**config.mk**
```make
export PLATFORM = sky130hd
export DESIGN_NAME = beam_control
export DESIGN_NICKNAME = d
export VERILOG_FILES = /design/src/verilog/beam_config_pkg.sv /design/src/verilog/beam_types_pkg.sv /design/src/verilog/beam_control.sv
export SDC_FILE = /design/constraint.sdc
export NUM_CORES = 1
export LEC_CHECK = 0
export ABC_CLOCK_PERIOD_IN_PS = 1350
export BUFFER_PORTS_ARGS = -buffer_cell sky130_fd_sc_hd__clkbuf_2
export CAP_MARGIN = 10
export CORE_AREA = 4 4 41 43
export DETAILED_ROUTE_END_ITERATION = 16
export DIE_AREA = 0 0 45 47
export HOLD_SLACK_MARGIN = 0.03
export PLACE_DENSITY_LB_ADDON = 0.25
export SLEW_MARGIN = 0
export SYNTH_ARGS = -nofsm -noshare
export SYNTH_HDL_FRONTEND = slang
export SYNTH_SLANG_ARGS = --single-unit
```
**constraint.sdc**
```tcl
create_clock -name clock -period 1.35 [get_ports clock]
set_input_delay 0.135 -clock clock [delete_from_list [all_inputs] [get_ports clock]]
set_output_delay 0.135 -clock clock [all_outputs]
set_load 0.03 [all_outputs]
```
**src/verilog/beam_config_pkg.sv**
```systemverilog
// channel count, weight scaling, pipeline depth and output clamp limits
package beam_config_pkg;

    // number of input channels combined into the one output beam
    // the output scaling below relies on this being a power of two
    localparam int CHANNELS = 4;

    // fraction bits of every weight part
    localparam int WEIGHT_FRAC = 7;

    // removing the weight fraction and dividing by the channel count
    // is a single arithmetic right shift of the lane sum
    localparam int SUM_SHIFT = WEIGHT_FRAC + $clog2(CHANNELS);

    // two weighter stages followed by two combiner stages
    localparam int PIPE_DEPTH = 4;

    // clamp limits of a 16-bit output sample part
    localparam int SAMPLE_MAX = 32767;
    localparam int SAMPLE_MIN = -32768;

endpackage

```
**src/verilog/beam_types_pkg.sv**
```systemverilog
// sample, weight, product and sum types plus the control state encoding
package beam_types_pkg;

    // one real or imaginary part of an input or output sample
    typedef logic signed [15:0] sample_t;

    // one part of a channel weight with 7 fraction bits
    // so 8'sd64 stands for one half and 8'sh80 for minus one
    typedef logic signed [7:0] weight_t;

    // a 16 by 8 signed product needs 24 bits
    // the sum or difference of two such products needs one more
    typedef logic signed [24:0] product_t;

    // adding four weighted channels grows the word by two more bits
    // so the worst case of four full scale products still fits
    typedef logic signed [26:0] sum_t;

    // the control FSM keeps the input closed for one cycle after reset
    // and then stays in RUNNING until the next reset
    typedef enum logic [0:0] {
        RESET_HOLD,
        RUNNING
    } ctrl_state_t;

endpackage
```
**src/verilog/beam_control.sv**
```systemverilog
// handshake, stall and valid/tlast pipeline control of the beamformer
`timescale 1ns/1ps

module beam_control import beam_types_pkg::*, beam_config_pkg::*; (
    input  logic                clock,
    input  logic                resetn,
    input  logic [CHANNELS-1:0] s_valid,
    input  logic                s_last,
    input  logic                m_ready,
    output logic [CHANNELS-1:0] s_ready,
    output logic                advance,
    output logic                m_valid,
    output logic                m_last
);

    ctrl_state_t state;
    ctrl_state_t state_next;

    // one flag per registered stage of the datapath
    logic [PIPE_DEPTH-1:0] valid_pipe;
    logic [PIPE_DEPTH-1:0] last_pipe;

    logic ready;
    logic accept;

    // leave RESET_HOLD after one cycle and never come back without a reset
    always_comb begin
        state_next = state;
        case (state)
            RESET_HOLD: state_next = RUNNING;
            RUNNING:    state_next = RUNNING;
            default:    state_next = RESET_HOLD;
        endcase
    end

    always_ff @(posedge clock) begin
        if (!resetn) begin
            state <= RESET_HOLD;
        end else begin
            state <= state_next;
        end
    end

    // the whole pipeline moves unless a finished beat is waiting on the output
    assign advance = !valid_pipe[PIPE_DEPTH-1] || m_ready;

    // ready does not look at any s_valid so sources cannot form a loop through it
    assign ready = advance && (state == RUNNING);
    assign s_ready = {CHANNELS{ready}};

    // all four channels are consumed together on the same edge
    assign accept = ready && (&s_valid);

    // the accept flag and channel 0 tlast walk along with the beat
    // a bubble carries a low tlast so m_last is only seen with m_valid
    always_ff @(posedge clock) begin
        if (!resetn) begin
            valid_pipe <= '0;
            last_pipe  <= '0;
        end else if (advance) begin
            valid_pipe <= {valid_pipe[PIPE_DEPTH-2:0], accept};
            last_pipe  <= {last_pipe[PIPE_DEPTH-2:0], accept && s_last};
        end
    end

    // the last stage is the output register of the stream
    assign m_valid = valid_pipe[PIPE_DEPTH-1];
    assign m_last  = last_pipe[PIPE_DEPTH-1];

endmodule

```
==> run metrics <==
Hold Crit Class=in2reg; Nets=64; H-tree levels=1; vias per cell=4.43; largest net degree at the start of global routing=12; die area=2120 um^2; ys async rst share=0; post-synth cell types=15; CTS max path bufs=2; # rows=13; antenna viol nets, final=0; startpoint class of the critical path=flop; RSZ-0062 raised after global routing=yes; Primary FF master, synth=dfxtp_1; total of max-cap violations=0; minimum clock period=1.30 ns; peak supply drop=0.000725 V; Die X=45 um; cells after synthesis=42; Worst setup EP type=output pin; hold_ws=0.0941 ns; most common cell after layout, fill and taps aside=nand2_1; Final Cycle Share=0.966; port bufs=14; clock-pin slew on the worst setup and hold paths=0.06 ns; GR Overflow Total=0; r2r startpoint=valid_pipe[3]; First-pass DRT Iterations=3; Crit Path Max Fanout=9; leakage power total=0.214 nW; core box area=1300 um^2; commonest cells after routing, fill and taps aside=nand2_1 (11), clkbuf_2 (10), dfxtp_1 (8), a21boi_2 (5), clkbuf_8 (4); Tightest Pin Transition=0.200 ns; clock skew=0.00110 ns; Clock Sinks=9; synthesized area=409 um^2; initial antenna violation count=0; CTS tree=done; DIE HEIGHT=47 um; vias=310; YS warnings=0; worst-skew pair later-pin latency=0.26 ns; DRC=0; hold endpoint=last_pipe[0]; status=completed; synthesized area per cell=9.74 um^2; number of global-route vias before repair=270; worst setup margin=0.0463 ns; Req. time, crit path=1.22 ns; Starting DRT DRC Count=5; Initial Util=0.314; Tot GR Track Use=0.0753; CTS Buf Count=3; placed cell area=460 um^2; WL/cell=9.53 um; placed cells=66; buffer count from post-CTS setup fixing=0; Pwr Density=1010 nW/um^2; Max Clk Rate=767 MHz; number of diodes=0; Reg2Reg Capture Point=last_pipe[2]; Placer Congestion=0.646; Place WS=0.256 ns; Arr. time, crit path=1.17 ns; CTS root buf=clkbuf_4; Slew Limit Headroom=0.866; Final Hold Violating Endpoints=0; hold_sp=s_last; Slew Viols, Final=0; Setup Viol. Count Final=0; final std cells w/o fill=70; syn nets=50; Area Growth Syn to Fin=27.8%; Setup CP Type=reg2out; register bit count reported by yosys=9; Layout fillers=135; Total Power=0.000530 W; Design Area, Final=523 um^2; first-pass GRT wire length=1080 um; R2R depth=4; Hold Path Stages=3; layout cells sized above 1=0.527; I/O Pins=15; Total Wirelength=667 um; number of flops mapped to enable cells by yosys=0; register area share after synthesis=0.440; setup slack, reg-to-reg=0.42 ns
==> worst max-delay path by stage <==
| stage | start | end | slack [ns] | cells past startpoint |
|---|---|---|---|---|
| global placement | valid_pipe[3] | s_ready[2] | 0.27 | 4 |
| floorplan | valid_pipe[3] | s_ready[0] | 0.09 | 5 |
| global route | valid_pipe[3] | s_ready[1] | -0.006 | 4 |
| CTS | valid_pipe[3] | s_ready[1] | 0.03 | 4 |
| finish | valid_pipe[3] | s_ready[0] | 0.05 | 4 |
| detailed placement | valid_pipe[3] | s_ready[1] | 0.26 | 4 |
==> critical path, cell delays in order (launching register included) <==
cell and delay [ns]:
dfxtp_2 0.32, nor2b_4 0.20, inv_8 0.06, and2_4 0.17, clkbuf_8 0.16
==> where the power goes <==
part,switching [W],internal (W),leakage (nW)
registers,0.00000111,0.000268,0.0734
logic,0.0000275,0.0000281,0.125
clock network,0.0000912,0.000114,0.0150
==> timing repair <==
item | 4_1_cts | 5_1_grt
gates resized for setup | 9 | 0
endpoints found under the setup margin | 4 | 4
pin swaps | 0 | 0
hold buffers | 0 | 0
==> registers in the layout, indices dropped and copies added, names as in the netlist <==
register and flops:
valid_pipe 4, last_pipe 4, state 1
==> cells in the mapped netlist, types with 3 or more instances <==
library cell  number  area share
nand2_1           11        0.10
dfxtp_1            9        0.44
a21boi_2           5        0.14
buf_4              4       0.073
nand3_1            3       0.037
==> routing by layer <==
layer,wire [um],track usage
met1,295,0.0874
met5,0,0
met2,293,0.102
met4,0,0.0175
met3,78,0.0690
==> kinds of logic after synthesis <==
logic type / count (synthesis) / synth area share
AND/OR/NAND/NOR: 18 / 0.229
flip-flops: 9 / 0.440
AO/OA/AOI/OAI: 8 / 0.190
buffers and inverters: 7 / 0.141
==> per-stage QoR <==
stage                util  setup TNS, ns
global route        0.402        -0.0204
global placement    0.354              0
finish              0.402              0
floorplan               -              0
detailed placement  0.354              0
CTS                 0.402              0
==> cell type report <==
cell class,count,area [um^2],area share
sequential,9,181,0.347
tap,15,18.8,0.0359
inverter,1,11.3,0.0215
multi-input combinational,26,173,0.330
timing repair buffer,15,113,0.215
clock buffer,4,26.3,0.0502
(Power assumes the default switching activity.)
