### src/verilog/beam_config_pkg.sv
// channel count, weight scaling, pipeline depth and output clamp limits
package beam_config_pkg;

    // number of input channels combined into the one output beam
    // the output scaling below relies on this being a power of two
    localparam int CHANNELS = 4;

    // fraction bits of every weight part
    localparam int WEIGHT_FRAC = 7;

    // removing the weight fraction and dividing by the channel count
    // is a single arithmetic right shift of the lane sum
    localparam int SUM_SHIFT = WEIGHT_FRAC + $clog2(CHANNELS);

    // two weighter stages followed by two combiner stages
    localparam int PIPE_DEPTH = 4;

    // clamp limits of a 16-bit output sample part
    localparam int SAMPLE_MAX = 32767;
    localparam int SAMPLE_MIN = -32768;

endpackage

### src/verilog/beam_types_pkg.sv
// sample, weight, product and sum types plus the control state encoding
package beam_types_pkg;

    // one real or imaginary part of an input or output sample
    typedef logic signed [15:0] sample_t;

    // one part of a channel weight with 7 fraction bits
    // so 8'sd64 stands for one half and 8'sh80 for minus one
    typedef logic signed [7:0] weight_t;

    // a 16 by 8 signed product needs 24 bits
    // the sum or difference of two such products needs one more
    typedef logic signed [24:0] product_t;

    // adding four weighted channels grows the word by two more bits
    // so the worst case of four full scale products still fits
    typedef logic signed [26:0] sum_t;

    // the control FSM keeps the input closed for one cycle after reset
    // and then stays in RUNNING until the next reset
    typedef enum logic [0:0] {
        RESET_HOLD,
        RUNNING
    } ctrl_state_t;

endpackage
### src/verilog/channel_combiner.sv
// lane-wise sum of all channels with scaling and saturation in two stages
`timescale 1ns/1ps

module channel_combiner import beam_types_pkg::*, beam_config_pkg::*; #(
    parameter int LANES = 8
) (
    input  logic                               clock,
    input  logic                               advance,
    input  product_t [CHANNELS-1:0][LANES-1:0] prod_re,
    input  product_t [CHANNELS-1:0][LANES-1:0] prod_im,
    output sample_t  [LANES-1:0]               out_re,
    output sample_t  [LANES-1:0]               out_im
);

    // combinational lane sums ahead of the stage one register
    sum_t lane_re [LANES];
    sum_t lane_im [LANES];

    // stage one register
    sum_t sum_re [LANES];
    sum_t sum_im [LANES];

    // scale a lane sum back to sample range and clamp it
    // the arithmetic shift rounds toward minus infinity
    // it also removes the weight fraction and divides by the channel count
    function automatic sample_t scale_saturate(input sum_t value);
        sum_t scaled;
        scaled = value >>> SUM_SHIFT;
        if (scaled > SAMPLE_MAX) begin
            return sample_t'(SAMPLE_MAX);
        end
        if (scaled < SAMPLE_MIN) begin
            return sample_t'(SAMPLE_MIN);
        end
        return sample_t'(scaled);
    endfunction

    // add the same lane of every channel
    // each product is sign extended to the sum width before the add
    always_comb begin
        for (int l = 0; l < LANES; l++) begin
            lane_re[l] = '0;
            lane_im[l] = '0;
            for (int c = 0; c < CHANNELS; c++) begin
                lane_re[l] = lane_re[l] + $signed(prod_re[c][l]);
                lane_im[l] = lane_im[l] + $signed(prod_im[c][l]);
            end
        end
    end

    // stage one keeps the full width sum
    always_ff @(posedge clock) begin
        if (advance) begin
            for (int l = 0; l < LANES; l++) begin
                sum_re[l] <= lane_re[l];
                sum_im[l] <= lane_im[l];
            end
        end
    end

    // stage two is the output data register of the stream
    // it holds still while the output is stalled
    always_ff @(posedge clock) begin
        if (advance) begin
            for (int l = 0; l < LANES; l++) begin
                out_re[l] <= scale_saturate(sum_re[l]);
                out_im[l] <= scale_saturate(sum_im[l]);
            end
        end
    end

endmodule

### config.mk
export PLATFORM = sky130hd
export DESIGN_NAME = channel_combiner
export DESIGN_NICKNAME = d
export VERILOG_FILES = /design/src/verilog/beam_config_pkg.sv /design/src/verilog/beam_types_pkg.sv /design/src/verilog/channel_combiner.sv
export SDC_FILE = /design/constraint.sdc
export NUM_CORES = 2
export LEC_CHECK = 0
export BUFFER_PORTS_ARGS = -buffer_cell sky130_fd_sc_hd__buf_2
export CELL_PAD_IN_SITES_DETAIL_PLACEMENT = 1
export CELL_PAD_IN_SITES_GLOBAL_PLACEMENT = 2
export CORE_AREA = 2 2 725 727
export CTS_BUF_LIST = sky130_fd_sc_hd__clkbuf_4 sky130_fd_sc_hd__clkbuf_8 sky130_fd_sc_hd__clkbuf_16
export CTS_CLUSTER_SIZE = 12
export DETAILED_ROUTE_END_ITERATION = 8
export DIE_AREA = 0 0 727 729
export GPL_TIMING_DRIVEN = 0
export PLACE_DENSITY = 0.47
export SYNTH_ARGS = -nofsm -noshare
export SYNTH_HDL_FRONTEND = slang
export SYNTH_SLANG_ARGS = --single-unit
export TNS_END_PERCENT = 5
### constraint.sdc
create_clock -name clock -period 3.85 [get_ports clock]
set_input_delay 0.5775 -clock clock [delete_from_list [all_inputs] [get_ports clock]]
set_output_delay 0.5775 -clock clock [all_outputs]
set_load 0.03 [all_outputs]
==> summary.txt <==
Post-synth ARST share = 0
Critical path fanouts, max = 4
CP required = 4.33 ns
Clk slew on worst S/H paths = 0.05 ns
Clock sinks = 544
Clock root buffer = clkbuf_16
Syn_nets = 9559
Final setup violation count = 6
Total iterations of the first detailed-routing run = 7
Status = finished, violations left
PwrDens = 596 mW/mm^2
Final Wtd Congestion = 0.889
I/O Pins = 1858
WL/cell = 21.3 um
Peak Freq = 251 MHz
Total Routing Usage GR = 0.124
Netlist cell types = 71
Final hold violation count = 0
Mapped Cells = 6773
Final max-slew violation count = 0
Relative slew slack = 0.446
Largest area contributor in the netlist = edfxtp_1
Post-DP HPWL = 308000 um
Vias/cell = 3.21
Switching Share = 0.478
Slew @ Worst Pin = 0.810 ns
Die W = 727 um
Area contributors post-synth = edfxtp_1 27%, fa_1 27%, inv_1 15%
Yosys reg bits = 544
DR iter-0 viols = 1935
Max-Cap Viols = 0
Initial antenna violation count = 177
DIE HEIGHT = 729 um
CTS Buf Count = 87
Area Overhead vs Synth = 36.5%
Core Util, Final = 0.157
Ys flop type = edfxtp_1
Post-synth EDFFs = 544
Worst Hold Class = input pin to register
CP endpoint kind = register
Seq pwr share = 0.254
IO buf count = 1857
WS Path Type = input pin to register
Top-count cell post-synth = inv_1
Max IR drop VDD = 0.320 mV
Final wirelength = 338000 um
CTS tree = done
Overflow after GRT = 0
Post-synthesis sequential area ratio = 0.272
P_leak = 41.6 nW
Cell Area, Synth = 0.0600 sq mm
Worst Skew = 0.0488 ns
Sw power = 23.4 mW
Share of the synthesized area in the top cell type = 0.272
RSZ-0062 raised after global routing = yes
Drt drc = 0
Largest net degree at the start of global routing = 103
Cell Int Power = 25.5 mW
Fin crit period = 3.98 ns
Worst setup margin = -0.129 ns
Cts hold-fix bufs = 0
Starting Density = 0.115
Core Rows = 266
Worst EP arrival = 4.46 ns
Comb pwr share = 0.581
Failing checks = setup timing
Via Count = 50.9k
First-pass GRT wire length = 453000 um
Vias in the first global route = 55.0k
Synth warn = 0
Final cell count without fillers = 15.8k
Post-synth top cells = 2323 x inv_1, 878 x nor2_1, 800 x fa_1, 544 x edfxtp_1, 440 x a21oi_1
Startpoint Class = input pin
Core ar. = 0.523 sq mm
Clk_lat worst skew = 0.80 ns
Clock power share = 0.165
# nets final = 11.5k
Die area = 0.530 sq mm
H-tree depth = 3
Avg Inst Size Synth = 8.86 sq um
Clk buf depth = 4
Post-route ant nets = 0
Final period util = 1.03
Placed Cells incl. Taps = 15.6k
Share of cells above drive strength 1 = 0.240
## worst max-delay path, stage by stage
cell and delay (ns):
buf_2 0.09, inv_1 0.05, fa_1 0.53, inv_1 0.05, fa_1 0.53, ha_4 0.22, a21o_1 0.15, a21o_1 0.20
a221oi_4 0.34, a21boi_4 0.14, a311o_2 0.42, a311o_2 0.49, buf_12 0.16, a21bo_1 0.21, a21oi_2 0.17, xnor2_2 0.13
## power by group through the flow
stage | clock network, mW | logic (mW) | registers (mW)
2_1_floorplan | 0 | 14.9 | 14.4
3_3_place_gp | 0 | 28.5 | 12.7
3_5_place_dp | 0 | 28.5 | 12.6
4_1_cts | 8.53 | 29.1 | 12.5
5_1_grt | 8.67 | 31.9 | 12.8
6_report | 8.05 | 28.4 | 12.4
## kinds of logic after synthesis
logic type | after synthesis | share of synthesized area
DFF | 544 | 0.272
muxes | 1 | 0.000167
and+or+nand+nor | 1474 | 0.103
buffers and inverters | 2457 | 0.154
xor gates and xnor gates | 238 | 0.0347
adders and majority gates | 1184 | 0.347
AOI/OAI and AO/OA | 875 | 0.0897
## area by class of cell
| class | instances | area [sq um] |
|---|---|---|
| Antenna cell | 77 | 193 |
| Buffer | 134 | 503 |
| Clock buffer | 106 | 2350 |
| Clock inverter | 41 | 420 |
| Fill cell | 62316 | 441000 |
| Inverter | 2323 | 8730 |
| Multi-Input combinational cell | 3772 | 35100 |
| Sequential cell | 544 | 16300 |
| Tap cell | 6968 | 8720 |
| Timing Repair Buffer | 1875 | 9600 |
## sequential cells by signal, summed over array words and instances, names as in the netlist
signal and count:
sum_re 144, out_im 128, sum_im 144, out_re 128
## timing repair
action / in CTS / in global routing
setup buffers: 5 / 6
endpoints found under the setup margin: 42 / 71
resized for setup: 57 / 54
pin swaps: 16 / 19
## path summary, 6_finish.rpt
check / from / end / slack (ns) / cells after the start
hold / removal: advance / sum_re[1][15] / 0.32 / 2
hold reg to reg: sum_re[1][26] / out_re[79] / 0.57 / 1
setup reg to reg: sum_re[1][106] / out_re[125] / 1.94 / 3
setup / recovery: prod_im[108] / sum_im[1][24] / -0.13 / 16
## cell usage in the layout (no fill, tap or decap), drive strengths merged, types with 57 or more instances in the layout
cell type	Yosys	routed
a21o	114	114
a21oi	441	441
buf	16	1891
clkbuf	118	224
diode	0	77
edfxtp	544	544
fa	800	800
ha	384	384
inv	2323	2324
nand2	324	324
nor2	878	878
nor3	61	61
o21a	57	57
o21ai	94	94
xnor2	150	150
xor2	88	88
## metal layers
metal  vias up  global-route usage  part of all wire
li1      24316                   -                 -
met1     24820               0.153              0.42
met2      1324               0.220              0.50
met3       366              0.0253             0.054
met4        64              0.0268             0.025
met5         -                   0            0.0013
## per-stage QoR
step / hold WS, ns / TNS, ns / total power, mW / worst slack (ns) / instance area, sq um
final: 0.318 / -0.271 / 48.9 / -0.129 / 82000
after global routing: 0.284 / -0.711 / 53.4 / -0.145 / 81800
after CTS: 0.245 / -0.678 / 50.1 / -0.153 / 81400
after detailed placement: 0.564 / -139.62 / 41.1 / -2.78 / 78300
after global placement: 0.555 / -4524.73 / 41.2 / -8.31 / 78100
after floorplan: 0.540 / -1.15 / 29.3 / -0.115 / 60100
Note: power is estimated with default switching activity, not from simulation.
